===== config.mk =====
export PLATFORM = sky130hd
export DESIGN_NAME = avmm_cmd_fifo
export DESIGN_NICKNAME = d
export VERILOG_FILES = /design/src/verilog/avmm_bus_pkg.sv /design/src/verilog/avmm_cmd_fifo.sv
export SDC_FILE = /design/constraint.sdc
export NUM_CORES = 1
export LEC_CHECK = 0
export BUFFER_PORTS_ARGS = -buffer_cell sky130_fd_sc_hd__buf_2
export CAP_MARGIN = 10
export CORE_ASPECT_RATIO = 0.7
export CORE_UTILIZATION = 50
export DETAILED_ROUTE_END_ITERATION = 7
export GPL_TIMING_DRIVEN = 0
export PLACE_DENSITY = 0.76
export SYNTH_ARGS = -nofsm -noshare
export SYNTH_HDL_FRONTEND = slang
export SYNTH_SLANG_ARGS = --single-unit

===== constraint.sdc =====
create_clock -name clk -period 4 [get_ports clk]
set_input_delay 0.2 -clock clk [delete_from_list [all_inputs] [get_ports clk]]
set_output_delay 0.2 -clock clk [all_outputs]
set_load 0.1 [all_outputs]

===== src/verilog/avmm_bus_pkg.sv =====
/*
 * Bus-level types shared by the request ports and the memory model.
 * Addresses are word addresses; the memory is 64 words of 32 bits.
 * Writes are single-beat only; read bursts run 1 to 4 beats.
 */
`default_nettype none

package avmm_bus_pkg;

    // ==================================================
    // Memory sizing
    // ==================================================

    localparam int MEM_WORDS   = 64;
    // Cycles from issue of a beat to its response at the memory output
    localparam int MEM_LATENCY = 2;

    // ==================================================
    // Field types
    // ==================================================

    typedef logic [5:0]  addr_t;
    typedef logic [31:0] data_t;
    typedef logic [3:0]  byte_en_t;
    // Beat count, legal range 1 to 4
    typedef logic [2:0]  burst_t;

    typedef enum logic
    {
        OP_READ  = 1'b0,
        OP_WRITE = 1'b1
    } avmm_op_e;

    // ==================================================
    // Command and response words
    // ==================================================

    // One command as presented by a port; burstcount is 1 for a write
    typedef struct packed
    {
        avmm_op_e op;
        addr_t    addr;
        burst_t   burstcount;
        byte_en_t byteenable;
        data_t    writedata;
    } avmm_req_t;

    // One response beat; last marks the final beat of a command
    typedef struct packed
    {
        avmm_op_e op;
        data_t    readdata;
        logic     last;
    } avmm_rsp_t;

endpackage

`default_nettype wire


===== src/verilog/avmm_cmd_fifo.sv =====
/*
 * Two-entry command buffer with push and pop in the same cycle.
 * The caller must not push while full is high.
 */
`timescale 1ns/1ps
`default_nettype none

module avmm_cmd_fifo
    import avmm_bus_pkg::*;
(
    input  logic      clk,
    input  logic      arst_n,
    input  logic      push,
    input  avmm_req_t push_data,
    output logic      full,
    input  logic      pop,
    output avmm_req_t head,
    output logic      not_empty
);

    // Slot 0 is always the head, slot 1 the entry behind it
    avmm_req_t  slot [2];
    logic [1:0] count;

    assign head      = slot[0];
    assign full      = (count == 2'd2);
    assign not_empty = (count != 2'd0);

    // Occupancy count
    always_ff @(posedge clk or negedge arst_n)
    begin
        if (!arst_n)
        begin
            count <= 2'd0;
        end
        else if (push && !pop)
        begin
            count <= count + 2'd1;
        end
        else if (pop && !push)
        begin
            count <= count - 2'd1;
        end
    end

    // Entries move toward slot 0 on a pop
    always_ff @(posedge clk)
    begin
        if (pop)
        begin
            // With two entries the second moves up, otherwise a new push lands on the head
            slot[0] <= (count == 2'd2) ? slot[1] : push_data;
            slot[1] <= push_data;
        end
        else if (push)
        begin
            if (count == 2'd0)
                slot[0] <= push_data;
            else
                slot[1] <= push_data;
        end
    end

endmodule

`default_nettype wire


# Yosys cells after proc, flatten, opt, wreduce, memory -nomap -nowiden
# Memories as Yosys holds them, arrays and structs flattened.
# Index checks and enable logic that the tools add are counted.
# word_totals
register_bits	2
ramBits	92
input_bits	50
mem_count	1
# mem_list
memory	depth	width	read_ports	rd_clocked_by_memory_dff	write_ports	line_no	rtl
slot	2	46	2	0	2	avmm_cmd_fifo.sv:22	avmm_req_t slot [2];
# classes
n_addsub	2
eq_ne	1
n_mux	15
n_bitwise	2
n_reduce_logical	7
# ops
operator	count
46-bit 2-to-1 mux	3
1-bit 2-to-1 mux	10
2-bit 2-to-1 mux	2
2-bit nonzero test	2
2-bit by 1-bit adder with 2-bit output, second input constant	1
2-bit == test, second input constant	1
1-bit logical AND	2
1-bit logical NOT	2
2-bit logical NOT	1
1-bit OR	2
2-bit by 1-bit subtractor with 2-bit output, second input constant	1

# Depth between registers and ports, before layout
# logic_depth
word_depth	6
ltp_mapped	6
mapped_depth_nobuf	5

# Worst setup path before layout
# OpenSTA, ideal clock, no wires.
# synth_timing
path_kind	in2reg
start	input port pop
end	memory slot[0][46] in the netlist's numbering, enable pin
setup_time_ns	0.466
arrival_ns	2.915
required_time_ns	3.534
slack_ns	0.619
stages	4
path_buffers	0
path_cell_list	inv_1 -> ha_1 -> nand3_1 -> o22ai_1
# synth_rtl
item	line_no	rtl
from (decl)	avmm_cmd_fifo.sv:16	input logic pop,
to (decl)	avmm_cmd_fifo.sv:22	

==> reports/qor.txt <==
Type of the worst setup path -> reg -> reg
FF-to-FF path depth -> 4
Yosys cell types -> 16
TritonRoute pass-1 iters -> 4
GRT Util Overall -> 16.1%
Crit path DAT -> 1.90 ns
# DRC -> 0
Worst path required time -> 4.03 ns
Vias in the first global route -> 2083
Met3 WL post-DR -> 432 microns
Startpoint Class -> flop
Hold depth -> 1
Root Buffer -> clkbuf_16
Uppermost layer routed -> met4
DR vias -> 1983
Clock sink total -> 94
I/O Buffers -> 97
Full die area -> 0.00841 sq mm
Yosys top cell by area -> edfxtp_1
Vias per cell -> 4.73
Worst Hold Class -> in -> reg
Status -> finished clean
Max Transition Viols Final -> 0
Layout cell share with drive strength beyond 1 -> 66.7%
Cts bufs inserted -> 9
Post-Synthesis Cells -> 205
Nets -> 368
Share of flip-flops with an asynchronous set or reset -> 2.13%
CP max FO -> 26
Metal-1 WL -> 2870 microns
FP Rows -> 26
CP endpoint kind -> flop
WL/cell -> 14.7 microns
Initial antenna violation count -> 0
Fin. Hold Viols -> 0
Overflow after GRT -> 0
WHS Endpoint -> slot[0][78]
Commonest non-fill, non-tap cell in the layout -> buf_2
PD cells -> 785 mW/mm^2
Post-synth EDFFs -> 92
Largest cells by area after synthesis -> edfxtp_1, mux2_4, buf_4
Worst slew margin -> 61.9%
Top FF cell, synth -> edfxtp_1
Final WL -> 6160 microns
Average size of a mapped cell -> 19.6 sq um
Worst slew pin tran -> 0.570 ns
CTS tree -> done
Cts repair resizes -> 0
Worst Skew -> 0.00609 ns
RSZ-0062 raised after global routing -> no
Routability cong. -> 0.645
YS warnings -> 0
Crit path time final -> 1.87 ns
R2r endpoint -> slot[0][41]
Initial drt markers -> 50
# Post-CTS Setup Buffers -> 0
Wire length on met2 -> 2770 microns
Area Overhead vs Synth -> 25.2%
Post-DRT Antenna Nets -> 0
R2r setup slk -> 2.13 ns
Most frequent cells in the layout -> buf_2, edfxtp_1, buf_4
Largest net degree at the start of global routing -> 27
Worst reg2reg startpoint -> count[0]
Synth Net Count -> 256
Hold path start -> push_data[32]
Ports -> 98
Core Region -> 0.00755 sq mm
Power, Total -> 3950 uW
Die X -> 109 microns
Max cap viols -> 0
Flops & latches, synth -> 94
H-tree lvl count -> 3
Setup TNS -> 0 ns
Initial Utilization -> 53.3%
Final period util -> 46.6%
Post-DP HPWL -> 4330 microns
Fmax -> 536 MHz
Final setup violation count -> 0
Die H -> 77.0 microns
Filler cell count -> 549
Leak -> 0.00211 uW
CTS max path bufs -> 2
Worst skew pair latency -> 0.33 ns
Top cell type's share of synthesized area -> 68.7%
Worst vdd ir -> 0.457 mV
Post-Syn Area -> 0.00402 sq mm
Ant diodes -> 0
Sequential cell area fraction in the yosys report -> 69.9%
Reg clk slew, reported paths -> 0.06 ns
Post-CTS Hold Buffers -> 1
Global-route wire length before repair -> 9950 microns
[cell usage after synthesis (2+ instances only)]
master / number
buf_12: 5
buf_4: 46
dfrtp_1: 2
edfxtp_1: 92
inv_1: 2
mux2_2: 6
mux2_4: 40
nand2_1: 2
nor2_1: 2
xor2_1: 2
[how the worst max path moves through the flow]
stage,endpoint,from,cells past startpoint
3_5_place_dp,slot[0][85],pop,7
5_1_grt,slot[0][1],count[0],4
4_1_cts,slot[0][37],count[0],4
2_1_floorplan,slot[0][46],pop,4
6_report,slot[0][41],count[0],4
3_3_place_gp,slot[0][47],pop,5
[kinds of logic after synthesis]
family | Yosys count | synth area share, %
flip-flops | 94 | 69.9
buffers and inverters | 53 | 11.3
multiplexers | 46 | 16.6
AND/OR/NAND/NOR | 7 | 1.06
XOR/XNOR | 3 | 0.654
AO/OA/AOI/OAI | 1 | 0.156
adder cells (fa/ha/maj) | 1 | 0.311
[power breakdown]
group	total, uW	internal [uW]	switching, uW
Combinational	1730	542	1190
Sequential	1350	1300	51.0
Clock	874	543	331
Total	3950	2380	1570
[per-stage QoR]
| stage | cell area (sq um) | instances | hold WS [ns] | utilization [%] | setup slack (ns) |
|---|---|---|---|---|---|
| 2_1_floorplan | 4020 | 205 | -0.0956 | - | 0.619 |
| 3_3_place_gp | 4630 | 400 | -0.00910 | 61.3 | -0.621 |
| 3_5_place_dp | 4720 | 403 | -0.00732 | 62.5 | 1.85 |
| 4_1_cts | 5040 | 419 | 0.0440 | 66.7 | 2.12 |
| 5_1_grt | 5040 | 419 | 0.0385 | 66.7 | 1.96 |
| 6_report | 5040 | 419 | 0.0548 | 66.7 | 2.13 |
[area by class of cell]
class	count	area [sq um]	area share [%]
buffer	51	445	8.84
clock inverter	4	72.6	1.44
clock buffer	11	233	4.62
multi-input combinational	58	772	15.3
timing repair buffer	101	571	11.3
sequential	94	2810	55.9
tap	98	123	2.43
inverter	2	7.51	0.149
[critical path, stage by stage, from the launching register on]
cell	delay [ns]
dfrtp_1	0.43
nor2_1	0.27
nand2_1	0.13
nand2_2	0.45
buf_12	0.27
[flip-flops by register name, indices dropped and copies added, names as in the netlist]
register  flops
slot         92
count         2
[per-layer routing]
layer  global-route usage (%)  vias to the layer above
li1                         -                      939
met2                     24.6                       70
met3                     5.70                       10
met4                     6.40                        0
met1                     21.0                      964
met5                        0                        -
(Power assumes the default switching activity.)
