==> config.mk <==
export PLATFORM = sky130hd
export DESIGN_NAME = avmm_rr_arbiter
export DESIGN_NICKNAME = d
export VERILOG_FILES = /design/src/verilog/avmm_bus_pkg.sv /design/src/verilog/avmm_mux_pkg.sv /design/src/verilog/avmm_rr_arbiter.sv
export SDC_FILE = /design/constraint.sdc
export NUM_CORES = 1
export LEC_CHECK = 0
export ABC_CLOCK_PERIOD_IN_PS = 2500
export BUFFER_PORTS_ARGS = -buffer_cell sky130_fd_sc_hd__buf_4
export CELL_PAD_IN_SITES_DETAIL_PLACEMENT = 1
export CELL_PAD_IN_SITES_GLOBAL_PLACEMENT = 1
export CORE_MARGIN = 2
export CORE_UTILIZATION = 27
export DETAILED_ROUTE_END_ITERATION = 12
export GPL_TIMING_DRIVEN = 0
export HOLD_SLACK_MARGIN = 0.02
export PLACE_DENSITY = 0.58
export SLEW_MARGIN = 20
export SYNTH_ARGS = -nofsm -noshare
export SYNTH_HDL_FRONTEND = slang
export SYNTH_SLANG_ARGS = --single-unit
==> constraint.sdc <==
create_clock -name clk -period 2.5 [get_ports clk]
set_input_delay 0.25 -clock clk [delete_from_list [all_inputs] [get_ports clk]]
set_output_delay 0.25 -clock clk [all_outputs]
set_load 0.02 [all_outputs]
==> src/verilog/avmm_bus_pkg.sv <==
/*
 * Bus-level types shared by the request ports and the memory model.
 * Addresses are word addresses; the memory is 64 words of 32 bits.
 * Writes are single-beat only; read bursts run 1 to 4 beats.
 */
`default_nettype none

package avmm_bus_pkg;

    // ==================================================
    // Memory sizing
    // ==================================================

    localparam int MEM_WORDS   = 64;
    // Cycles from issue of a beat to its response at the memory output
    localparam int MEM_LATENCY = 2;

    // ==================================================
    // Field types
    // ==================================================

    typedef logic [5:0]  addr_t;
    typedef logic [31:0] data_t;
    typedef logic [3:0]  byte_en_t;
    // Beat count, legal range 1 to 4
    typedef logic [2:0]  burst_t;

    typedef enum logic
    {
        OP_READ  = 1'b0,
        OP_WRITE = 1'b1
    } avmm_op_e;

    // ==================================================
    // Command and response words
    // ==================================================

    // One command as presented by a port; burstcount is 1 for a write
    typedef struct packed
    {
        avmm_op_e op;
        addr_t    addr;
        burst_t   burstcount;
        byte_en_t byteenable;
        data_t    writedata;
    } avmm_req_t;

    // One response beat; last marks the final beat of a command
    typedef struct packed
    {
        avmm_op_e op;
        data_t    readdata;
        logic     last;
    } avmm_rsp_t;

endpackage

`default_nettype wire

==> src/verilog/avmm_mux_pkg.sv <==
/*
 * Sizing of the port multiplexer and the tracker entry format.
 * The port count is fixed here and is not a module parameter.
 */
`default_nettype none

package avmm_mux_pkg;

    import avmm_bus_pkg::*;

    // Number of request ports sharing the memory
    localparam int NUM_PORTS   = 3;
    // Commands that may be outstanding at the memory at once
    localparam int TRACK_DEPTH = 4;

    // Wide enough to name every port
    typedef logic [1:0] port_idx_t;

    // What the response router needs to know about each issued command
    typedef struct packed
    {
        port_idx_t port;
        avmm_op_e  op;
        burst_t    burstcount;
    } track_entry_t;

endpackage

`default_nettype wire

==> src/verilog/avmm_rr_arbiter.sv <==
/*
 * Round-robin arbiter; the grant is combinational in the request cycle.
 * Nobody is granted while enable is low. A grant is taken whenever shown.
 */
`timescale 1ns/1ps
`default_nettype none

module avmm_rr_arbiter
    import avmm_bus_pkg::*;
    import avmm_mux_pkg::*;
(
    input  logic                 clk,
    input  logic                 arst_n,
    input  logic                 enable,
    input  logic [NUM_PORTS-1:0] request,
    output logic [NUM_PORTS-1:0] grant,
    output port_idx_t            grant_idx
);

    // Port with the highest priority in this cycle
    port_idx_t ptr;
    // Ports in priority order, starting at the pointer
    port_idx_t order [NUM_PORTS];

    always_comb
    begin
        for (int i = 0; i < NUM_PORTS; i++)
        begin
            order[i] = port_idx_t'((int'(ptr) + i) % NUM_PORTS);
        end
    end

    // Walk from the lowest priority up so the highest-priority requester wins last
    always_comb
    begin
        grant     = '0;
        grant_idx = '0;
        for (int i = NUM_PORTS - 1; i >= 0; i--)
        begin
            if (enable && request[order[i]])
            begin
                grant            = '0;
                grant[order[i]]  = 1'b1;
                grant_idx        = order[i];
            end
        end
    end

    // The winner drops to the lowest priority once its grant is taken
    always_ff @(posedge clk or negedge arst_n)
    begin
        if (!arst_n)
        begin
            ptr <= '0;
        end
        else if (|grant)
        begin
            ptr <= (grant_idx == port_idx_t'(NUM_PORTS - 1)) ? '0 : grant_idx + 1'b1;
        end
    end

endmodule

`default_nettype wire

======== After elaboration in Yosys (flattened, before gate mapping) ========
Index checks and enable logic that the tools add are counted.
storage, ports and cells
  register bits after elaboration ......... 2
  bits of input ports ..................... 6
  output and inout port bits .............. 5
  word-level logic and storage cells ...... 40
cells by class
  add/sub/neg operators ................... 3
  divide/modulo/power cells ............... 3
  $lt $le $gt $ge ......................... 6
  eq/ne operators ......................... 1
  multiplexer cells ....................... 19
  reductions and logical operators ........ 7
operators with widths
  kind                                                                count
  remainder unit 32 x 3 -> 32 bit (second input constant)             2
  remainder unit 3 x 3 -> 32 bit (second input constant)              1
  < comparator 2 x 3 -> 1 bit (second input constant)                 3
  two-way mux 3 bit                                                   3
  two-way mux 2 bit                                                   4
  binary-select mux 1 bit (select 2 bit)                              3
  demux 1 bit (select 2 bit)                                          3
  greater-or-equal comparator 2 x 1 -> 1 bit (second input constant)  3
  logical AND 1 bit                                                   6
  two-way mux 1 bit                                                   6
  adder 2 x 1 -> 3 bit (second input constant)                        1
  adder 2 x 2 -> 3 bit (second input constant)                        1
  OR reduction 3 bit                                                  1
  adder 2 x 1 -> 2 bit (second input constant)                        1
  == test 2 bit (second input constant)                               1

======== Longest topological paths before layout ========
Gate-level depths: netlist of run 1.
  depth in word-level cells ............... 10
  depth in mapped cells ................... 9
  gate-level depth less buffers ........... 8

======== Worst setup path after synthesis of run 1 ========
OpenSTA, ideal clock, no wires.
  path type ............................... register to register
  start ................................... register ptr[0]
  end ..................................... register ptr[0]
  library setup time ...................... 125 ps
  arrival ................................. 2167 ps
  required time ........................... 2375 ps
  path slack .............................. 208 ps
  stages on the path, launching flop included .. 10
  buffers on the path ..................... 1
  period minus slack after synthesis ...... 2292 ps
  cell sequence ........................... dfrtp_1 > inv_1 > ha_1 > buf_2 > and4b_4 > and2_4 > a41o_1 > mux2_4 > o21bai_4 > mux2_4
between the ends
  cells in the longest elaborated chain, start to end .. 10
  elaborated cells on any way between the ends .. 39
  classes of those cells .................. add/sub: 3; div: 3; order compare: 6; eq/ne: 1; mux: 19; reduce/logical: 7
ends and longest elaborated chain
  what                                                                                                             RTL line               RTL
  start: declaration                                                                                               avmm_rr_arbiter.sv:21  port_idx_t ptr;
  start signal: assignment                                                                                         avmm_rr_arbiter.sv:58  ptr <= (grant_idx == port_idx_t'(NUM_PORTS - 1)) ? '0 : grant_idx + 1'b1;
  adder 2 x 2 -> 3 bit                                                                                             avmm_rr_arbiter.sv:29  order[i] = port_idx_t'((int'(ptr) + i) % NUM_PORTS);
  remainder unit 32 x 3 -> 32 bit                                                                                  avmm_rr_arbiter.sv:29
  < comparator 2 x 3 -> 1 bit (implied by the code) or greater-or-equal comparator 2 x 1 -> 1 bit (tied branches)  avmm_rr_arbiter.sv:43  grant[order[i]] = 1'b1;
  logical AND 1 bit (implied by the code)                                                                          avmm_rr_arbiter.sv:43
  two-way mux 1 bit (implied by the code)                                                                          avmm_rr_arbiter.sv:43
  demux 1 bit (select 2 bit)                                                                                       avmm_rr_arbiter.sv:43
  two-way mux 3 bit (2 in series)                                                                                  avmm_rr_arbiter.sv:40  if (enable && request[order[i]])
  two-way mux 3 bit *                                                                                              avmm_rr_arbiter.sv:40
  via grant[2]                                                                                                     avmm_rr_arbiter.sv:16  output logic [NUM_PORTS-1:0] grant,
  OR reduction 3 bit *                                                                                             avmm_rr_arbiter.sv:56  else if (|grant)
The timed path passes the listed nets; every way through them passes the cells marked *. The select of a mux whose other input is x is not followed.
A chain may end at the register's enable or synchronous reset.

======== Worst setup path after layout of run 1 ========
  start ................................... register ptr[0]
  end ..................................... output grant_idx[1]
between the ends
  cells in the longest elaborated chain, start to end .. 8
  elaborated cells on any way between the ends .. 17
  classes of those cells .................. add/sub: 2; div: 3; mux: 9; reduce/logical: 3
ends and longest elaborated chain
  what                                     RTL line               RTL
  adder 2 x 2 -> 3 bit                     avmm_rr_arbiter.sv:29
  remainder unit 32 x 3 -> 32 bit          avmm_rr_arbiter.sv:29
  binary-select mux 1 bit (select 2 bit)   avmm_rr_arbiter.sv:40
  two-way mux 1 bit (implied by the code)  avmm_rr_arbiter.sv:40
  logical AND 1 bit                        avmm_rr_arbiter.sv:40
  two-way mux 2 bit (2 in series)          avmm_rr_arbiter.sv:40
  two-way mux 2 bit *                      avmm_rr_arbiter.sv:40
  end: declaration                         avmm_rr_arbiter.sv:17  output port_idx_t grant_idx
Mark *: on every way between the ends. The rest lies on a longest branch, timed or not. The select of a mux whose other input is x is not followed.

==> key figures, run 1 <==
Floorplanning
  • Die H: 45.58 µm
  • Initial Util: between 20% and 30%
  • Row count: 15
  • Core area: 1670 µm²
  • Die W: around 46 µm
  • I/O pin count: 11
  • Die footprint: ~2100 µm²

Worst setup path
  • Crit Path Max Fanout: 9
  • Req. time, crit path: 2.25 ns
  • Max incr delay on CP: 0.42 ns
  • Crit end category: output port
  • Crit Path Category: reg -> out
  • Worst reg2reg endpoint: ptr[1]
  • Startpoint types: flip-flop
  • Crit path DAT: about 2.2 ns
  • R2r setup slk: about 0.12 ns
  • Crit-path cells: inv_2 -> ha_2 -> buf_2 -> and4b_4 -> and2_4 -> a41o_1 -> mux2_2 -> buf_4
  • Worst R2R Start: ptr[0]
  • Worst r2r path cells: 9
  • CP max-delay cell: dfrtp_1

CTS
  • Clk_lat worst skew: ~0.22 ns
  • CTS tree: done
  • Max Buffers Root-to-Sink: 2
  • Num CTS Buffers: 3
  • H-Tree Depth: 1
  • Clk pin slew, worst setup/hold paths: ~0.030 ns
  • Clock sinks: 2
  • Clock Tree Root: clkbuf_4

Timing
  • Slew @ Worst Pin: 0.4074 ns
  • Worst setup margin: around 0.095 ns
  • Unrepaired setup endpoints after global routing: false
  • Setup violators final: 0
  • Minimum clock period: around 2.4 ns
  • Relative slew slack: between 70% and 80%
  • Max Transition Viols Final: 0
  • Fmax achieved: 415.8 MHz
  • Total negative setup slack: 0 ns
  • Skew final: about 0.0014 ns
  • Final period utilization: roughly 96%
  • Final Hold Fails: 0

Min path
  • Worst hold path class: in -> async

Global route
  • Met2 usage: between 20% and 30%
  • First-pass GRT wire length: approximately 1900 µm
  • Layer with the highest usage: met2
  • Pin count of the biggest net entering global routing: 11
  • GR Layer Usage met3: ~2.4%
  • Met1 Use GR: between 10% and 20%
  • Vias in the first global route: around 450
  • Initial antenna violation count: 0
  • Tot GR Track Use: about an eighth
  • GR Overflow Total: 0

Finish
  • Largest reg by FF count: ptr
  • Layout cells sized above 1: a little over two fifths
  • Ant diodes: 0
  • Final #Nets: 80
  • Post-route insts no fill: 85
  • P&R area growth vs syn: 30.29%
  • Biggest regs: ptr: 2 flops
  • Max FFs per register: 2

Placement
  • Gpl congestion: slightly below 0.8
  • PortBufs: 10
  • Worst slack, placed: approximately 0.093 ns
  • DP HPWL: between 800 and 900 µm
  • DP Cell Count: 81

Detailed routing
  • WL final: 1153 µm
  • # DRC: 0
  • Vias/cell: around 5.4
  • Drt pass-1 iters: 4
  • Routed WL per cell: around 14 µm
  • ANT nets after route: 0
  • Drt initial violations: 5
  • DR vias: 460

Synth
  • Post-synthesis sequential element count: 2
  • Top post-synthesis cells by count: 6 x inv_1, 4 x ha_1, 4 x nand2_1
  • Synth unique cells: 33
  • Syn Nets: 64
  • Synth Warn #: 0
  • Post-synthesis cell count: 54
  • Share of flip-flops with an asynchronous set or reset: 100.0%
  • Synth top area share: between 10% and 20%
  • Post-Syn Area per Cell: roughly 8.6 µm²
  • Synth area leader: dfrtp_1
  • Main flop type after synthesis: dfrtp_1
  • Post-synthesis sequential area ratio: a little over a tenth
  • Cell area after synthesis: between 400 and 500 µm²
  • Synth area leaders: dfrtp_1 11%, ha_1 11%, mux2_4 9.7%, inv_1 4.8%, mux2_2 4.8%
  • Post-synth EDFFs: 0
  • Most common cell in the netlist: inv_1

Power
  • P_leak: roughly 0.00029 µW
  • Overall power: about 670 µW
  • P_int: 359.9 µW
  • NetSw: approximately 310 µW
  • Switching share of total power: between 40 and 50%
  • Comb pwr share: 80.4%
  • Clock share of power: 10.6%
  • Reg power frac: 9.0%
  • Power Dens Cells: 1095 nW/µm²
  • Worst vdd ir: 0.4208 mV

Run status
  • Status: complete, no violations

Job
  • Max_cap viols: 0
[per-stage QoR]
stage               cell area, µm²  hold WS (ns)  utilization, %
global placement             563.0       0.03370           33.71
CTS                          595.6        0.3358           35.66
global route                 608.1        0.3451           36.40
detailed placement           563.0       0.03356           33.71
finish                       608.1        0.3629           36.40
floorplan                    466.7      -0.04559               -
[worst max-delay path by stage]
stage / slack [ns] / end / startpoint / depth (start not counted)
3_5_place_dp: 0.09 / ptr[0] / ptr[0] / 8
3_3_place_gp: 0.09 / ptr[0] / ptr[0] / 8
5_1_grt: 0.02 / grant_idx[1] / ptr[0] / 8
4_1_cts: 0.04 / grant_idx[1] / ptr[0] / 7
6_report: 0.1 / grant_idx[1] / ptr[0] / 8
2_1_floorplan: 0.21 / ptr[0] / ptr[0] / 9
[power groups by stage]
stage	clock, µW	combinational (µW)	sequential (µW)
finish	70.8	535	59.8
global route	81.0	585	60.7
CTS	75.2	531	58.3
detailed placement	0	526	58.6
global placement	0	530	57.7
floorplan	0	403	54.8
[critical path: cells and delay by family, from the launching register on]
kind                       cells  cell delay (ns)
muxes                          1             0.27
and+or+nand+nor                2             0.38
AOI/OAI and AO/OA              1             0.19
DFF                            1             0.42
adders and majority gates      1             0.26
buffers and inverters          3             0.41
[logic make-up (layout without fill, tap and decap cells)]
group           count (synthesis)  count (layout)  synth area share (%)
flops                           2               2                 10.72
fa+ha+maj                       4               4                 10.72
mux                             7               7                 18.77
simple gates                   15              15                 20.11
compound gates                 17              17                 31.37
buf+inv                         9              23                 8.309
[layout by cell type (no fill, tap or decap), types with 2 or more instances in the layout]
cell      instances
buf_4            11
inv_1             5
nand2_1           3
mux2_4            3
clkbuf_4          3
a41o_1            2
mux2i_1           2
mux2_2            2
o21a_1            2
nor2_1            2
o21ai_0           2
ha_2              2
ha_1              2
dfrtp_1           2
[layout make-up]
cell class | instances | area, µm²
plain buffers | 3 | 16.27
clock buffers | 3 | 22.52
fillers | 199 | 1062
inverters | 6 | 22.52
multi-input cells | 43 | 390.4
flip-flops and latches | 2 | 50.05
well taps | 17 | 21.27
repair buffers | 11 | 85.08
[timing repair]
item	4_1_cts	5_1_grt
gates resized for setup	0	5
setup buffers	0	0
endpoints found under the hold margin	2	0
setup endpoints to repair	0	6
hold buffers	1	0
[per-layer routing]
metal | vias to the layer above | wire length (µm) | share of wire (%)
met2 | 14 | 557 | 48
met1 | 216 | 558 | 48
met5 | - | 0 | 0
li1 | 230 | - | -
met4 | 0 | 0 | 0
met3 | 0 | 37 | 3.2
Note: power is estimated with default switching activity, not from simulation.
==> run 2, diff against run 1 <==
- BUFFER_PORTS_ARGS: -buffer_cell sky130_fd_sc_hd__buf_4 -> unset
- DONT_BUFFER_PORTS: unset -> 1
- PLACE_DENSITY: 0.58 -> 0.5
==> run 2 against run 1 <==
Critical path depth is 1 higher. Critical endpoint is now ptr[0]. Power is 7.6% lower. Clock skew is 0.00098 ns lower. Via count is 8.3% lower.
==> key figures, run 2 (same netlist as run 1, synthesis figures left out) <==
Detailed routing
  • Drt initial violations: 8 (+3)
  • # DRC: 0 (unchanged)
  • WL final: 1147 µm (-0.52%)
  • Vias/cell: 5.553 (+2.6%)
  • Drt pass-1 iters: 4 (unchanged)
  • DR vias: 422 (-8.3%)
  • Routed WL per cell: 15.09 µm (+11%)
  • ANT nets after route: 0 (unchanged)

Job
  • Max_cap viols: 0 (unchanged)

Worst setup path
  • Crit Path Category: reg -> reg
  • Crit path DAT: 2.48 ns (+0.33 ns)
  • Startpoint types: flip-flop
  • Worst R2R Start: ptr[0]
  • Crit end category: flip-flop
  • R2r setup slk: 0.12 ns (about the same)
  • Worst Setup EP: ptr[0]
  • Req. time, crit path: 2.60 ns (+0.35 ns)
  • Worst r2r path cells: 9 (unchanged)
  • Crit Path Max Fanout: 9 (unchanged)
  • Worst reg2reg endpoint: ptr[0]
  • Worst setup startpoint: ptr[0]

CTS
  • Clock sinks: 2 (unchanged)
  • Num CTS Buffers: 3 (unchanged)
  • H-Tree Depth: 1 (unchanged)
  • Clk pin slew, worst setup/hold paths: 0.03 ns (about the same)
  • Clock Tree Root: clkbuf_4
  • Clk_lat worst skew: 0.22 ns (about the same)
  • Max Buffers Root-to-Sink: 2 (unchanged)
  • CTS tree: done

Finish
  • Max FFs per register: 2 (unchanged)
  • Largest reg by FF count: ptr
  • Most frequent cells in the layout: 6 x inv_1, 3 x nand2_1, 3 x mux2_4, 3 x ha_1, 3 x clkbuf_4
  • Biggest regs: ptr: 2 flops
  • Most common cell after layout, fill and taps aside: inv_1
  • Final #Nets: 71 (-11%)
  • Filler cell count: 207 (+4.0%)
  • P&R area growth vs syn: 15.01%
  • Register area: 50.05 µm² (unchanged)
  • Layout cells sized above 1: 30.51% (-12 points)
  • Fin util: 32.13% (-4.3 points)
  • Ant diodes: 0 (unchanged)
  • Multi-input logic area: 386.6 µm² (-0.96%)
  • Post-route cell area: 536.8 µm² (-12%)
  • Post-route insts no fill: 76 (-11%)

Timing
  • Max Transition Viols Final: 0 (unchanged)
  • Setup violators final: 0 (unchanged)
  • Total negative setup slack: 0 ns (unchanged)
  • Minimum clock period: 2.376 ns (-0.02835 ns)
  • Relative slew slack: 72.72% (-0.12 points)
  • Slew @ Worst Pin: 0.4092 ns (+0.001853 ns)
  • Unrepaired setup endpoints after global routing: false
  • Fmax achieved: 420.8 MHz (+1.2%)
  • Final Hold Fails: 0 (unchanged)
  • Skew final: 0.0004270 ns (-0.0009792 ns)
  • Final period utilization: 95.06% (-1.1 points)

Power
  • Power Dens Cells: 1146 nW/µm² (+4.6%)
  • Worst vdd ir: 0.4486 mV (+6.6%)
  • Overall power: 615.2 µW (-7.6%)
  • P_leak: 0.0002475 µW (-15%)

Global route
  • GR Overflow Total: 0 (unchanged)
  • Vias in the first global route: 452 (+1.1%)
  • First-pass GRT wire length: 1959 µm (+2.1%)
  • Tot GR Track Use: 12.82% (-0.24 points)
  • Initial antenna violation count: 0 (unchanged)
  • Pin count of the biggest net entering global routing: 11 (unchanged)

Placement
  • DP HPWL: 877.9 µm (+0.42%)
  • Placed Area: 488.0 µm² (-13%)
  • Gpl congestion: 0.6695 (-15%)
  • PortBufs: 0 (-10)
  • DP Cell Count: 71 (-12%)

Floorplanning
  • Core area: 1670 µm² (unchanged)
  • Row count: 15 (unchanged)
  • Die W: 45.58 µm (unchanged)
  • Die footprint: 2077 µm² (unchanged)
  • I/O pin count: 11 (unchanged)
  • Initial Util: 27.94% (unchanged)
  • Die H: 45.58 µm (unchanged)

Min path
  • Worst hold path class: in -> async

Run status
  • Status: complete, no violations
==> run 2: changes by cell type in the layout (fill, tap and decap cells not counted) <==
cell     previous run  this run
a21oi_1             1         0
a21oi_2             0         1
buf_4              11         2
ha_1                2         3
ha_2                2         1
inv_1               5         6
inv_2               1         0
nor3b_1             1         2
nor3b_2             1         0
==> run 2: layer usage <==
metal	vias up	part of all wire (%)	global-route usage (%)
met2	6	52	22.25
met3	0	2.7	0.3968
li1	213	-	-
met5	-	0	0
met1	203	45	16.43
met4	0	0	5.294
==> run 2: report_power, final <==
| group | internal, µW | total [µW] | switching, µW |
|---|---|---|---|
| clock network | 52.8 | 70.0 | 17.2 |
| registers | 45.1 | 55.5 | 10.4 |
| logic | 223 | 490 | 266 |
==> run 2: worst min path at each step <==
stage / to / depth (start not counted) / slack [ns]
6_report: ptr[1] / 1 / 0.26
4_1_cts: ptr[0] / 1 / 0.25
3_3_place_gp: ptr[0] / 0 / -0.05
3_5_place_dp: ptr[0] / 0 / -0.05
2_1_floorplan: ptr[0] / 0 / -0.05
5_1_grt: ptr[1] / 1 / 0.28
==> run 2: what timing repair did <==
action	in CTS	in global routing
gates resized for setup	0	3
hold buffers	1	0
endpoints found under the setup margin	0	4
hold endpoints to repair	2	0
setup buffers	0	1
==> run 2: layout make-up <==
type,instances,share of cell area (%)
Tap cell,17,3.963
Timing Repair Buffer,2,3.263
Clock buffer,3,4.196
Multi-Input combinational cell,43,72.03
Buffer,3,3.030
Inverter,6,4.196
Sequential cell,2,9.324
==> run 2: stage by stage <==
step / hold WS (ns) / worst slack [ns]
2_1_floorplan: -0.04559 / 0.2079
3_3_place_gp: -0.04553 / 0.07480
3_5_place_dp: -0.04553 / 0.06991
4_1_cts: 0.2539 / 0.05586
5_1_grt: 0.2772 / 0.002180
6_report: 0.2646 / 0.1236
==> run 2: worst max-delay path, stage by stage (launching register included) <==
cell and delay (ns):
dfrtp_1 0.36, inv_1 0.07, ha_1 0.28, buf_2 0.17, and4b_4 0.22, and2_4 0.16
a41o_1 0.20, mux2_4 0.30, o21bai_4 0.20, mux2_4 0.30
