<file path="src/verilog/avmm_bus_pkg.sv">
/*
 * Bus-level types shared by the request ports and the memory model.
 * Addresses are word addresses; the memory is 64 words of 32 bits.
 * Writes are single-beat only; read bursts run 1 to 4 beats.
 */
`default_nettype none

package avmm_bus_pkg;

    // ==================================================
    // Memory sizing
    // ==================================================

    localparam int MEM_WORDS   = 64;
    // Cycles from issue of a beat to its response at the memory output
    localparam int MEM_LATENCY = 2;

    // ==================================================
    // Field types
    // ==================================================

    typedef logic [5:0]  addr_t;
    typedef logic [31:0] data_t;
    typedef logic [3:0]  byte_en_t;
    // Beat count, legal range 1 to 4
    typedef logic [2:0]  burst_t;

    typedef enum logic
    {
        OP_READ  = 1'b0,
        OP_WRITE = 1'b1
    } avmm_op_e;

    // ==================================================
    // Command and response words
    // ==================================================

    // One command as presented by a port; burstcount is 1 for a write
    typedef struct packed
    {
        avmm_op_e op;
        addr_t    addr;
        burst_t   burstcount;
        byte_en_t byteenable;
        data_t    writedata;
    } avmm_req_t;

    // One response beat; last marks the final beat of a command
    typedef struct packed
    {
        avmm_op_e op;
        data_t    readdata;
        logic     last;
    } avmm_rsp_t;

endpackage

`default_nettype wire

</file>
<file path="src/verilog/avmm_mux_pkg.sv">
/*
 * Sizing of the port multiplexer and the tracker entry format.
 * The port count is fixed here and is not a module parameter.
 */
`default_nettype none

package avmm_mux_pkg;

    import avmm_bus_pkg::*;

    // Number of request ports sharing the memory
    localparam int NUM_PORTS   = 3;
    // Commands that may be outstanding at the memory at once
    localparam int TRACK_DEPTH = 4;

    // Wide enough to name every port
    typedef logic [1:0] port_idx_t;

    // What the response router needs to know about each issued command
    typedef struct packed
    {
        port_idx_t port;
        avmm_op_e  op;
        burst_t    burstcount;
    } track_entry_t;

endpackage

`default_nettype wire

</file>
<file path="src/verilog/avmm_rsp_router.sv">
/*
 * Tracks issued commands in order and steers memory responses to ports.
 * Relies on the memory answering strictly in issue order.
 * The issuer must hold off while full is high.
 */
`timescale 1ns/1ps
`default_nettype none

module avmm_rsp_router
    import avmm_bus_pkg::*;
    import avmm_mux_pkg::*;
(
    input  logic                 clk,
    input  logic                 arst_n,
    input  logic                 issue,
    input  port_idx_t            issue_port,
    input  avmm_req_t            issue_req,
    output logic                 full,
    input  logic                 mem_rsp_valid,
    input  avmm_rsp_t            mem_rsp,
    output logic [NUM_PORTS-1:0] port_rsp_valid,
    output avmm_rsp_t            port_rsp [NUM_PORTS]
);

    // ==================================================
    // Tracker FIFO
    // ==================================================

    track_entry_t                   track_q [TRACK_DEPTH];
    logic [$clog2(TRACK_DEPTH)-1:0] wr_ptr;
    logic [$clog2(TRACK_DEPTH)-1:0] rd_ptr;
    logic [$clog2(TRACK_DEPTH):0]   count;
    track_entry_t                   head;
    track_entry_t                   new_entry;

    // Beat number within the head command, counting from 1
    burst_t beat_num;
    // The current response beat finishes the head command
    logic   beat_done;

    assign head      = track_q[rd_ptr];
    assign full      = (count == TRACK_DEPTH);
    assign beat_done = mem_rsp_valid && (beat_num == head.burstcount);

    always_comb
    begin
        new_entry.port       = issue_port;
        new_entry.op         = issue_req.op;
        new_entry.burstcount = issue_req.burstcount;
    end

    always_ff @(posedge clk)
    begin
        if (issue)
            track_q[wr_ptr] <= new_entry;
    end

    // Pointers and occupancy; an entry leaves on its final beat
    always_ff @(posedge clk or negedge arst_n)
    begin
        if (!arst_n)
        begin
            wr_ptr   <= '0;
            rd_ptr   <= '0;
            count    <= '0;
            beat_num <= burst_t'(1);
        end
        else
        begin
            if (issue)
                wr_ptr <= wr_ptr + 1'b1;
            if (beat_done)
                rd_ptr <= rd_ptr + 1'b1;
            if (issue && !beat_done)
                count <= count + 1'b1;
            else if (beat_done && !issue)
                count <= count - 1'b1;

            if (beat_done)
                beat_num <= burst_t'(1);
            else if (mem_rsp_valid)
                beat_num <= beat_num + burst_t'(1);
        end
    end

    // ==================================================
    // Registered per-port response outputs
    // ==================================================

    for (genvar p = 0; p < NUM_PORTS; p++)
    begin : g_port
        always_ff @(posedge clk or negedge arst_n)
        begin
            if (!arst_n)
                port_rsp_valid[p] <= 1'b0;
            else
                port_rsp_valid[p] <= mem_rsp_valid && (head.port == port_idx_t'(p));
        end

        // Every port sees the same payload, only the valid is steered
        always_ff @(posedge clk)
        begin
            port_rsp[p].op       <= head.op;
            port_rsp[p].readdata <= mem_rsp.readdata;
            port_rsp[p].last     <= beat_done;
        end
    end

endmodule

`default_nettype wire
</file>
<file path="config.mk">
export PLATFORM = sky130hd
export DESIGN_NAME = avmm_rsp_router
export DESIGN_NICKNAME = d
export VERILOG_FILES = /design/src/verilog/avmm_bus_pkg.sv /design/src/verilog/avmm_mux_pkg.sv /design/src/verilog/avmm_rsp_router.sv
export SDC_FILE = /design/constraint.sdc
export NUM_CORES = 1
export LEC_CHECK = 0
export BUFFER_PORTS_ARGS = -buffer_cell sky130_fd_sc_hd__buf_2
export CORE_MARGIN = 5
export CORE_UTILIZATION = 30
export DETAILED_ROUTE_END_ITERATION = 7
export HOLD_SLACK_MARGIN = 0.03
export SYNTH_ARGS = -nofsm -noshare
export SYNTH_HDL_FRONTEND = slang
export SYNTH_SLANG_ARGS = --single-unit
</file>
<file path="constraint.sdc">
create_clock -name clk -period 2.4 [get_ports clk]
set_clock_uncertainty 0.15 [all_clocks]
set_input_delay 0.12 -clock clk [delete_from_list [all_inputs] [get_ports clk]]
set_output_delay 0.12 -clock clk [all_outputs]
set_load 0.02 [all_outputs]
</file>
Yosys cells after proc, flatten, opt, wreduce, memory -nomap -nowiden
Memories as Yosys holds them, arrays and structs flattened.
Cells that the tools add are included.
{"block": "op_classes", "reduce_logical": 11, "addsub": 5, "mux": 6, "n_eq_ne": 4}
{"operator": "3-bit two-way mux", "n": 4}
{"operator": "3-bit by 1-bit adder with 3-bit output (second input constant)", "n": 2}
{"operator": "1-bit logical AND", "n": 6}
{"operator": "2-bit by 1-bit adder with 2-bit output (second input constant)", "n": 2}
{"operator": "2-bit nonzero test", "n": 2}
{"operator": "3-bit == test", "n": 1}
{"operator": "3-bit == test (second input constant)", "n": 1}
{"operator": "3-bit by 1-bit subtractor with 3-bit output (second input constant)", "n": 1}
{"operator": "2-bit by 1-bit == test with 1-bit output (second input constant)", "n": 1}
{"operator": "2-bit == test (second input constant)", "n": 1}
{"operator": "1-bit logical NOT", "n": 2}
{"operator": "2-bit logical NOT", "n": 1}
{"operator": "1-bit two-way mux", "n": 2}
{"block": "totals", "in_bits": 86, "memories": 1, "register_bits": 47, "out_inout_bits": 106, "ram_bits": 24, "word_cells": 37}
{"memory": "track_q", "depth": 4, "width": 6, "rd": 1, "rd_clocked_by_memory_dff": 0, "wr": 1, "line": "avmm_rsp_router.sv:29", "source": "track_entry_t track_q [TRACK_DEPTH];"}

Logic depth before layout (Yosys ltp)
Gate-level depths: netlist of run 1.
An unclocked memory read counts as a cell.
{"block": "depth", "word_depth": 6, "depth_mapped": 11, "mapped_depth_nobuf": 10}

Worst setup path after synthesis of run 1
No wires, ideal clock.
{"block": "synth_path", "path_kind": "register to register", "start": "reg rd_ptr[0]", "end": "reg count[2]", "setup_slack_ns": -0.165, "setup_time_ns": 0.079, "required_ns": 2.171, "path_stages_with_launch": 12, "period_less_slack_ns": 2.565, "t_arrival_ns": 2.336, "path_buffers": 1, "path_cell_list": "dfrtp_1 -> buf_6 -> mux4_2 -> xnor2_2 -> and2_2 -> nand2_1 -> ha_1 -> inv_1 -> fa_1 -> xor2_1 -> nor2_1 -> xor2_1"}
{"block": "synth_via", "elab_chain_len": 6, "word_cells_on_any_way": 8, "cone_classes": "eq/ne (1); mux (1); reduce/logical (5); memory (1)"}
{"item": "start: declaration", "line": "avmm_rsp_router.sv:31", "source": "logic [$clog2(TRACK_DEPTH)-1:0] rd_ptr;"}
{"item": "start signal: assignment", "line": "avmm_rsp_router.sv:73", "source": "rd_ptr <= rd_ptr + 1'b1;"}
{"item": "memory read 4 x 6 bit (*)"}
{"item": "3-bit == test (*)", "line": "avmm_rsp_router.sv:43", "source": "assign beat_done = mem_rsp_valid && (beat_num == head.burstcount);"}
{"item": "1-bit logical AND (*)", "line": "avmm_rsp_router.sv:43"}
{"item": "1-bit logical NOT", "line": "avmm_rsp_router.sv:74", "source": "if (issue && !beat_done)"}
{"item": "1-bit logical AND", "line": "avmm_rsp_router.sv:74"}
{"item": "3-bit two-way mux or 2-bit nonzero test (tied branches)"}
{"item": "end signal: assignment", "line": "avmm_rsp_router.sv:75", "source": "count <= count + 1'b1;"}
{"item": "end signal: assignment", "line": "avmm_rsp_router.sv:77", "source": "count <= count - 1'b1;"}
{"item": "end: declaration", "line": "avmm_rsp_router.sv:32", "source": "logic [$clog2(TRACK_DEPTH):0] count;"}
Every way passes the cells marked *; elsewhere a longest branch is shown, timed or not.
A chain may end at the register's enable or synchronous reset.

Worst setup path in the final report of run 1
{"block": "layout_path", "start": "reg rd_ptr[0]", "end": "reg count[1]"}
Same word-level chain as after synthesis.

==> results of run 1 <==
how the worst min path moves through the flow:
stage                        startpoint                     endpoint  slack (ps)  cells past startpoint
after floorplan                  arst_n      beat_num[1]$_DFFE_PN0P_        -330                      0
after global placement           arst_n  port_rsp_valid[1]$_DFF_PN0_        -120                      1
after detailed placement         arst_n  port_rsp_valid[0]$_DFF_PN0_        -110                      1
after CTS                 mem_rsp_valid      beat_num[2]$_DFFE_PN0P_          40                      4
after global routing             arst_n  port_rsp_valid[1]$_DFF_PN0_          80                      2
final                     mem_rsp_valid      beat_num[2]$_DFFE_PN0P_          50                      4
cells by family after synthesis:
kind of cell    after synthesis  synth area share [%]
compound gates                7                  1.65
xor+xnor                     10                  3.38
fa+ha+maj                     7                  3.38
buf+inv                      75                  19.4
flops                        71                  61.4
mux                          11                  6.14
simple gates                 22                  4.58
timing repair:
item                                    4_1_cts  5_1_grt
gates resized for setup                       1        1
pin swaps                                     4        1
endpoints found under the hold margin        78        0
buffers inserted                              0        2
hold buffers                                 42        0
endpoints found under the setup margin        2        2
cell usage in the layout (no fill, tap or decap), types with 2 or more instances in the layout:
cell type / n
a21oi_1: 2
and2_1: 5
and3b_1: 2
buf_2: 147
buf_4: 12
clkbuf_8: 10
clkinv_4: 2
dfrtp_1: 11
dfxtp_1: 34
dlygate4sd3_1: 42
edfxtp_1: 24
ha_1: 5
inv_1: 3
mux2i_1: 6
mux4_1: 3
nand2_1: 5
nand4_1: 2
nor3b_1: 2
o21ai_0: 2
xnor2_1: 2
xor2_1: 7
sequential cells by signal, summed over array words and instances, names as in the netlist:
register and flops:
beat_num 3, count 3, port_rsp_valid 3, track_q 24
port_rsp 34, wr_ptr 2, rd_ptr 2
where the power goes:
part           leakage, nW  internal [mW]  switching, mW
combinational         1.10          0.691          0.668
clock                0.103          0.514          0.454
sequential           0.663           1.49          0.154
critical path, stage by stage (launching register included):
cell and delay, ps:
dfrtp_1 380, mux4_2 560, xnor2_2 160, and2_4 180, nand2_4 50, ha_4 150
inv_2 50, fa_2 420, mux2_4 270
metal layers:
| layer | part of all wire [%] | track usage [%] |
|---|---|---|
| met1 | 40 | 11.6 |
| met2 | 50 | 17.0 |
| met3 | 8.8 | 2.89 |
| met4 | 2.1 | 5.75 |
| met5 | 0 | 0 |
final cells by class:
cell class | instances | area (um2)
clock buffer | 10 | 138
clock inverter | 6 | 68.8
fill | 892 | 5290
inverter | 4 | 15.0
multi-input combinational | 57 | 567
sequential | 71 | 1730
tap | 111 | 139
timing repair buffer | 201 | 1250
==> Flow_metrics.wiki, run 1 <==
{| class="wikitable"
! Metric !! Value
|-
| Number of pins with negative max-slew slack in the final report || 0
|-
| Status || finished, violations left
|-
| Maximum fanout count along the critical path || 2
|-
| Number of storage elements in the synthesis netlist || 71
|-
| Fmax || 0.403 GHz
|-
| Number of antenna repair diodes || 0
|-
| Top cells by area, synth || edfxtp_1 (26%), dfxtp_1 (24%), buf_4 (18%)
|-
| Nature of the critical path startpoint || flop
|-
| Clock slew at reported path FFs || 70 ps
|-
| Count of final hold-check violations || 0
|-
| Deepest level of the CTS H-tree || 3
|-
| Failing checks || setup timing
|-
| Number of distinct library cell variants in the gate-level netlist after synthesis || 32
|-
| Slew HR || 77.7%
|-
| Leakage power || 1.87 nW
|-
| Nets || 437
|-
| Placed cell count || 400
|-
| Synthesized area per cell || 13.9 um2
|-
| Final design area excluding fillers || 3900 um2
|-
| Clock tree from TritonCTS || yes
|-
| Post-synthesis cell area || 2810 um2
|-
| Floorplan die width || 107 um
|-
| Setup Crit Path Kind || reg2reg
|-
| Post-DP HPWL || 3950 um
|-
| Final-layout setup total negative slack || -131 ps
|-
| Share of synthesized area occupied by flip-flops and latches || 61.4%
|-
| Share of the cycle needed by the critical path after routing || 103%
|-
| Worst-skew pair later-pin latency || 330 ps
|-
| Worst-margin pin slew || 334 ps
|-
| Number of detailed-routing iterations run before antenna repair || 4
|-
| Hold crit path type || in2reg
|-
| Startpoint of the worst register-to-register path || rd_ptr[0]$_DFFE_PN0P_
|-
| Total global-route track usage || 10.1%
|-
| Ratio of total power to cell area || 1020 nW/um2
|-
| Iteration-0 DRC count of the detailed router || 46
|-
| Initial antenna violation count || 0
|-
| Ratio of routed vias to standard cells || 4.00
|-
| Root buffer selected by CTS || clkbuf_8
|-
| Synth-to-Final Area Change || 38.7%
|-
| Post-synth net total || 296
|-
| Reg-to-reg slack, setup || -80 ps
|-
| Top-level port count || 192
|-
| Starting utilization of the core area || 30.6%
|-
| Depth of the worst register-to-register path || 8
|-
| Cell types with the highest counts after synthesis || buf_4 (68), dfxtp_1 (34), edfxtp_1 (24)
|-
| Overall Power || 3.97 mW
|-
| Endpoint type of the worst setup path || flop
|-
| Die Span Y || 107 um
|-
| Final WL || 5650 um
|-
| Critical path required time || 2470 ps
|-
| Wire length of the first global-routing pass || 9000 um
|-
| Die ar. || 11400 um2
|-
| Async set-reset flop share out of synthesis || 18.3%
|-
| Share of the core filled with cells in the final layout || 42.4%
|-
| Worst setup slack before clock tree synthesis || -132 ps
|-
| Number of standard cells in the final layout excluding fillers || 460
|-
| Site row count || 35
|-
| Reported max-cap violation count || 0
|-
| Residual DRC || 0
|-
| WP data arrival || 2550 ps
|-
| Count of flip-flops with a built-in enable after synthesis || 24
|-
| Post-detailed-route count of antenna-violating nets || 0
|-
| Capture point of the worst reg-to-reg path || count[1]$_DFFE_PN0P_
|-
| Total clock sinks || 71
|-
| Share of the synthesized area in the top cell type || 25.6%
|-
| Final-layout worst hold slack || 50.2 ps
|-
| Final setup violation count || 2
|-
| CP Capture Point || count[1]$_DFFE_PN0P_
|-
| Most instantiated flip-flop cell in the synthesis netlist || dfxtp_1
|-
| RSZ-0062 raised after global routing || true
|-
| Global placement routability congestion || 0.729
|-
| CTS buffer count || 9
|-
| Sum of overflow across all layers after global routing || 0
|-
| Library cell with the highest instance count after synthesis || buf_4
|-
| Area of the core || 9200 um2
|-
| Total cell area at the placement stage || 3260 um2
|-
| Wirelength per Cell || 12.3 um
|-
| Critical path origin || rd_ptr[0]$_DFFE_PN0P_
|-
| Via count of the first global-routing pass || 1940
|-
| Final setup margin || -79.7 ps
|-
| Number of cells produced by synthesis || 203
|-
| Dominant cell type by area after synthesis || edfxtp_1
|-
| Total number of vias || 1838
|-
| Number of warnings reported in the yosys synthesis log || 0
|-
| Time the final worst path needs with I/O delays and setup || 2480 ps
|-
| Pin count of the biggest net entering global routing || 14
|-
| Fraction of final layout cells with drive strength greater than 1 || 53.6%
|-
| Maximum ir drop on the vdd rail || 0.331 mV
|-
| Number of port buffers || 147
|-
| CTS Buffer Depth || 2
|}
No activity file was read; power rests on OpenSTA's default activity.
==> run 2: changes to the inputs <==
Settings changed: BUFFER_PORTS_ARGS -buffer_cell sky130_fd_sc_hd__buf_2 to -buffer_cell sky130_fd_sc_hd__buf_4.
Clock period 2.4 ns to 2.3 ns, I/O delays scaled along.
==> Flow_metrics.wiki, run 2 (synthesis gave the netlist of run 1 again) <==
{| class="wikitable"
! Metric !! Value
|-
| Root buffer selected by CTS || clkbuf_8
|-
| Placed cell count || 399 (-0.25%)
|-
| Number of pins with negative max-slew slack in the final report || 0 (unchanged)
|-
| Ratio of total power to cell area || 1010 nW/um2 (-0.95%)
|-
| Nature of the critical path startpoint || flop
|-
| Share of the cycle needed by the critical path after routing || 107% (+3.4 points)
|-
| Clock slew at reported path FFs || 70 ps (about the same)
|-
| Clock tree from TritonCTS || yes
|-
| Highest-count cells in the layout ignoring fill and taps || buf_4 (163), dlygate4sd3_1 (42), dfxtp_1 (34)
|-
| Reg-to-reg slack, setup || -150 ps (-70 ps)
|-
| Pin count of the biggest net entering global routing || 14 (unchanged)
|-
| Total number of vias || 1861 (+1.3%)
|-
| Final-layout worst hold slack || 109 ps (+59.3 ps)
|-
| Leakage power || 2.01 nW (+7.6%)
|-
| Sum of overflow across all layers after global routing || 0 (unchanged)
|-
| Area of the core || 9200 um2 (unchanged)
|-
| Fmax || 0.407 GHz (+1.0%)
|-
| Maximum fanout count along the critical path || 2 (unchanged)
|-
| Most frequent standard cell in the layout excluding fill and tap cells || buf_4
|-
| Iteration-0 DRC count of the detailed router || 39 (-15%)
|-
| Nets || 441 (+0.92%)
|-
| Number of standard cells in the final layout excluding fillers || 464 (+0.87%)
|-
| Critical path origin || rd_ptr[0]$_DFFE_PN0P_
|-
| Flip-flop count of the largest register after layout || 34 (unchanged)
|-
| Final setup margin || -154 ps (-74.3 ps)
|-
| Number of detailed-routing iterations run before antenna repair || 4 (unchanged)
|-
| CTS Buffer Depth || 2 (unchanged)
|-
| Residual DRC || 0 (unchanged)
|-
| Floorplan die width || 107 um (unchanged)
|-
| RSZ-0062 raised after global routing || true
|-
| Post-DP HPWL || 4190 um (+5.9%)
|-
| Worst-skew pair later-pin latency || 340 ps (about the same)
|-
| Post-detailed-route count of antenna-violating nets || 0 (unchanged)
|-
| Slew HR || 58.8% (-19 points)
|-
| Final WL || 5960 um (+5.5%)
|-
| Global placement routability congestion || 0.760 (+4.3%)
|-
| Total clock sinks || 71 (unchanged)
|-
| Top flop regs || port_rsp: 34 flops, track_q: 24 flops
|-
| Time the final worst path needs with I/O delays and setup || 2450 ps (-25.7 ps)
|-
| Wirelength per Cell || 12.8 um (+4.6%)
|-
| Site row count || 35 (unchanged)
|-
| Overall Power || 4.33 mW (+9.1%)
|-
| Critical path required time || 2380 ps (-90 ps)
|-
| Final setup violation count || 2 (unchanged)
|-
| WP data arrival || 2530 ps (-20 ps)
|-
| Number of antenna repair diodes || 0 (unchanged)
|-
| Initial antenna violation count || 0 (unchanged)
|-
| Deepest level of the CTS H-tree || 3 (unchanged)
|-
| Synth-to-Final Area Change || 52.8%
|-
| Worst-margin pin slew || 616 ps (+282 ps)
|-
| Via count of the first global-routing pass || 1943 (+0.15%)
|-
| Failing checks || setup timing
|-
| Ratio of routed vias to standard cells || 4.01 (+0.38%)
|-
| Wire length of the first global-routing pass || 9490 um (+5.4%)
|-
| Filler Cells Inserted || 828 (-7.2%)
|-
| Fraction of final layout cells with drive strength greater than 1 || 54.1% (+0.53 points)
|-
| Share of the core filled with cells in the final layout || 46.7% (+4.3 points)
|-
| Count of final hold-check violations || 0 (unchanged)
|-
| Starting utilization of the core area || 30.6% (unchanged)
|-
| Maximum ir drop on the vdd rail || 0.432 mV (+31%)
|-
| Largest Register || port_rsp
|-
| Die Span Y || 107 um (unchanged)
|-
| Startpoint of the worst register-to-register path || rd_ptr[0]$_DFFE_PN0P_
|-
| Depth of the worst register-to-register path || 8 (unchanged)
|-
| CP Capture Point || count[1]$_DFFE_PN0P_
|-
| Endpoint type of the worst setup path || flop
|-
| CTS buffer count || 9 (unchanged)
|-
| Die ar. || 11400 um2 (unchanged)
|-
| Hold crit path type || in2async
|-
| Capture point of the worst reg-to-reg path || count[1]$_DFFE_PN0P_
|-
| Top-level port count || 192 (unchanged)
|-
| Setup Crit Path Kind || reg2reg
|-
| Status || finished, violations left
|-
| Reported max-cap violation count || 0 (unchanged)
|-
| Total global-route track usage || 10.7% (+0.55 points)
|-
| Number of port buffers || 147 (unchanged)
|}
[run 2: cell types whose count changed in the layout (fill, tap and decap cells not counted), sizes merged]
cell / change
buf: +4
clkinv: -2
inv: +2
[run 2: report_power, final]
group	total (mW)	leakage (nW)	switching [mW]	internal, mW
clock	1.00	0.104	0.466	0.536
sequential	1.72	0.663	0.164	1.55
combinational	1.61	1.25	0.730	0.878
total	4.33	2.01	1.36	2.97
[run 2: through the flow]
stage / setup WS [ps] / setup TNS (ps) / area, um2
2_1_floorplan: -240 / -384 / 2840
3_3_place_gp: -199 / -285 / 3620
3_5_place_dp: -264 / -433 / 3620
4_1_cts: -151 / -285 / 4270
5_1_grt: -254 / -502 / 4300
6_report: -154 / -279 / 4300
[run 2: cell type report]
class	instances	area, um2	share of cell area (%)
sequential	71	1730	40.2
timing repair buffer	205	1640	38.3
multi-input combinational	57	567	13.2
tap	111	139	3.23
clock buffer	10	138	3.20
clock inverter	6	66.3	1.54
inverter	4	15.0	0.349
[run 2: repair_timing]
action,4_1_cts,5_1_grt
hold buffers,42,0
hold endpoints to repair,78,0
setup buffers,3,4
gates cloned,0,0
pin swaps,5,1
gates resized for setup,2,0
endpoints found under the setup margin,2,2
[run 2: critical path: stages (launching register included)]
cell and delay (ps):
dfrtp_1 370, mux4_2 550, xnor2_2 170, and2_4 180, nand2_4 50, ha_4 150, inv_2 50, fa_2 410
mux2_4 270
[run 2: worst min path at each step]
| stage | cells after the start | startpoint | to | slack, ps |
|---|---|---|---|---|
| finish | 2 | arst_n | beat_num[0]$_DFFE_PN1P_ | 110 |
| global route | 2 | arst_n | beat_num[0]$_DFFE_PN1P_ | 90 |
| CTS | 2 | arst_n | beat_num[0]$_DFFE_PN1P_ | 90 |
| detailed placement | 1 | arst_n | port_rsp_valid[2]$_DFF_PN0_ | -170 |
| global placement | 1 | arst_n | port_rsp_valid[1]$_DFF_PN0_ | -170 |
| floorplan | 0 | arst_n | beat_num[1]$_DFFE_PN0P_ | -330 |
[run 2: layer usage]
| layer | GRT usage [%] | wire, um | up-vias |
|---|---|---|---|
| met5 | 0 | 0 | - |
| met4 | 3.56 | 77 | 0 |
| met3 | 5.12 | 570 | 7 |
| met2 | 18.9 | 3030 | 97 |
| met1 | 11.1 | 2280 | 856 |
| li1 | - | - | 901 |
==> run 3: changes to the inputs <==
Settings changed: CORE_UTILIZATION 30 to 41, PLACE_DENSITY set to 0.79.
==> Flow_metrics.wiki, run 3 (synthesis gave the netlist of run 1 again) <==
{| class="wikitable"
! Metric !! Value
|-
| Maximum ir drop on the vdd rail || 0.378 mV (-13%)
|-
| Ratio of total power to cell area || 1000 nW/um2 (-0.72%)
|-
| Floorplan die width || 92.8 um (-13%)
|-
| Status || finished, violations left
|-
| Global placement routability congestion || 0.701 (-7.8%)
|-
| Leakage power || 1.99 nW (-1.1%)
|-
| Highest-count cells in the layout ignoring fill and taps || buf_4 (158), dlygate4sd3_1 (42), dfxtp_1 (34)
|-
| Top-level port count || 192 (unchanged)
|-
| Deepest level of the CTS H-tree || 3 (unchanged)
|-
| Root buffer selected by CTS || clkbuf_8
|-
| Synth-to-Final Area Change || 50.4%
|-
| Clock slew at reported path FFs || 70 ps (about the same)
|-
| Overall Power || 4.23 mW (-2.3%)
|-
| Critical path required time || 2370 ps (about the same)
|-
| Initial antenna violation count || 0 (unchanged)
|-
| Total cell area at the placement stage || 3580 um2 (-1.1%)
|-
| Slew HR || 60.4% (+1.5 points)
|-
| Die ar. || 8620 um2 (-24%)
|-
| Fraction of final layout cells with drive strength greater than 1 || 52.6% (-1.5 points)
|-
| Final setup violation count || 2 (unchanged)
|-
| Post-detailed-route count of antenna-violating nets || 0 (unchanged)
|-
| Startpoint of the worst register-to-register path || rd_ptr[0]$_DFFE_PN0P_
|-
| Fmax || 0.402 GHz (-1.4%)
|-
| RSZ-0062 raised after global routing || true
|-
| Endpoint type of the worst setup path || flop
|-
| Wire length of the first global-routing pass || 9340 um (-1.5%)
|-
| Flip-flop count of the largest register after layout || 34 (unchanged)
|-
| Final design area excluding fillers || 4230 um2 (-1.6%)
|-
| Total number of vias || 1893 (+1.7%)
|-
| Starting utilization of the core area || 41.9% (+11 points)
|-
| Share of the cycle needed by the critical path after routing || 108% (+1.5 points)
|-
| Wirelength per Cell || 14.0 um (+8.9%)
|-
| Pin count of the biggest net entering global routing || 13 (-1)
|-
| Delay of the slowest cell on the worst path || 550 ps (about the same)
|-
| Time the final worst path needs with I/O delays and setup || 2490 ps (+34.1 ps)
|-
| Final WL || 5990 um (+0.45%)
|-
| Via count of the first global-routing pass || 2011 (+3.5%)
|-
| Worst setup slack before clock tree synthesis || -227 ps (+36.5 ps)
|-
| Number of pins with negative max-slew slack in the final report || 0 (unchanged)
|-
| Cell-by-cell listing of the critical path || mux4_2 -> xnor2_2 -> and2_4 -> nand2_4 -> ha_4 -> inv_2 -> fa_2 -> mux2_4
|-
| Sum of overflow across all layers after global routing || 0 (unchanged)
|-
| Iteration-0 DRC count of the detailed router || 59 (+51%)
|-
| Total global-route track usage || 14.1% (+3.4 points)
|-
| Site row count || 30 (-14%)
|-
| Hold crit path type || in2async
|-
| Setup Crit Path Kind || reg2reg
|-
| Number of antenna repair diodes || 0 (unchanged)
|-
| Worst-margin pin slew || 593 ps (-23.1 ps)
|-
| Area of the core || 6720 um2 (-27%)
|-
| Residual DRC || 0 (unchanged)
|-
| Die Span Y || 92.8 um (-13%)
|-
| WP data arrival || 2560 ps (+30 ps)
|-
| Number of port buffers || 147 (unchanged)
|-
| Total clock sinks || 71 (unchanged)
|-
| Maximum fanout count along the critical path || 2 (unchanged)
|-
| Critical path origin || rd_ptr[0]$_DFFE_PN0P_
|-
| Nature of the critical path startpoint || flop
|-
| Post-DP HPWL || 4200 um (+0.26%)
|-
| Most frequent standard cell in the layout excluding fill and tap cells || buf_4
|-
| CTS buffer count || 9 (unchanged)
|-
| Slowest-stage cell, CP || mux4_2
|-
| Largest Register || port_rsp
|-
| Clock tree from TritonCTS || yes
|-
| Number of detailed-routing iterations run before antenna repair || 4 (unchanged)
|-
| Ratio of routed vias to standard cells || 4.42 (+10%)
|-
| Count of final hold-check violations || 0 (unchanged)
|-
| Worst-skew pair later-pin latency || 330 ps (about the same)
|-
| CTS Buffer Depth || 2 (unchanged)
|-
| Final setup margin || -188 ps (-34.1 ps)
|-
| Top flop regs || port_rsp: 34 flops, track_q: 24 flops
|-
| Final-layout setup total negative slack || -305 ps (-25.8 ps)
|-
| Failing checks || setup timing
|-
| Nets || 436 (-1.1%)
|-
| Reported max-cap violation count || 0 (unchanged)
|}
==> run 3: cell count changes in the layout (fill, tap and decap cells not counted) <==
cell,delta
inv_6,-2
bufinv_16,-1
clkbuf_16,+2
inv_4,-1
buf_4,-5
clkbuf_8,+1
a32o_1,+1
clkinvlp_4,-1
a32o_2,-1
clkbuf_1,+2
==> run 3: final cells by class <==
class                      instances  area [um2]
tap                               80         100
inverter                           4        15.0
clock buffer                      15         209
clock inverter                     1        5.00
timing repair buffer             200        1610
sequential                        71        1730
multi-input combinational         57         566
fill                             528        2490
==> run 3: path summary, 6_finish.rpt <==
check                      cells after the start  slack [ps]                       to
min in group clk                               2         270     port_rsp[30]$_DFF_P_
max in group asynchronous                      3         860    rd_ptr[1]$_DFFE_PN0P_
setup / recovery                               8        -190     count[1]$_DFFE_PN0P_
hold / removal                                 2         110  beat_num[0]$_DFFE_PN1P_
setup reg to reg                               8        -190     count[1]$_DFFE_PN0P_
hold reg to reg                                1         320     count[2]$_DFFE_PN0P_
==> run 3: routing by layer <==
metal  wire [um]  track usage, %
met5           0               0
met4         129            7.33
met3         449            4.39
met2        3290            25.2
met1        2110            14.7
==> run 3: worst max-delay path: cells and delay by family (launching register included) <==
family                   cells  cell delay (ps)
AND/OR/NAND/NOR              2              230
XOR/XNOR                     1              200
flip-flops                   1              370
multiplexers                 2              820
buffers and inverters        1               50
adder cells (fa/ha/maj)      2              570
==> run 3: through the flow <==
step / cells / util (%) / hold slack (ps)
floorplan: 203 / - / -331
global placement: 368 / 53.3 / -179
detailed placement: 368 / 53.3 / -173
CTS: 428 / 62.9 / 96.6
global route: 428 / 63.0 / 100
finish: 428 / 63.0 / 107
==> run 3: power by group <==
group	switching, mW	internal, mW
Clock	0.429	0.582
Sequential	0.172	1.55
Combinational	0.693	0.798
==> run 3: what timing repair did <==
item / 4_1_cts / 5_1_grt
gates resized for setup: 0 / 1
pin swaps: 3 / 4
endpoints found under the setup margin: 2 / 2
setup buffers: 2 / 0
hold buffers: 42 / 0
endpoints found under the hold margin: 79 / 0
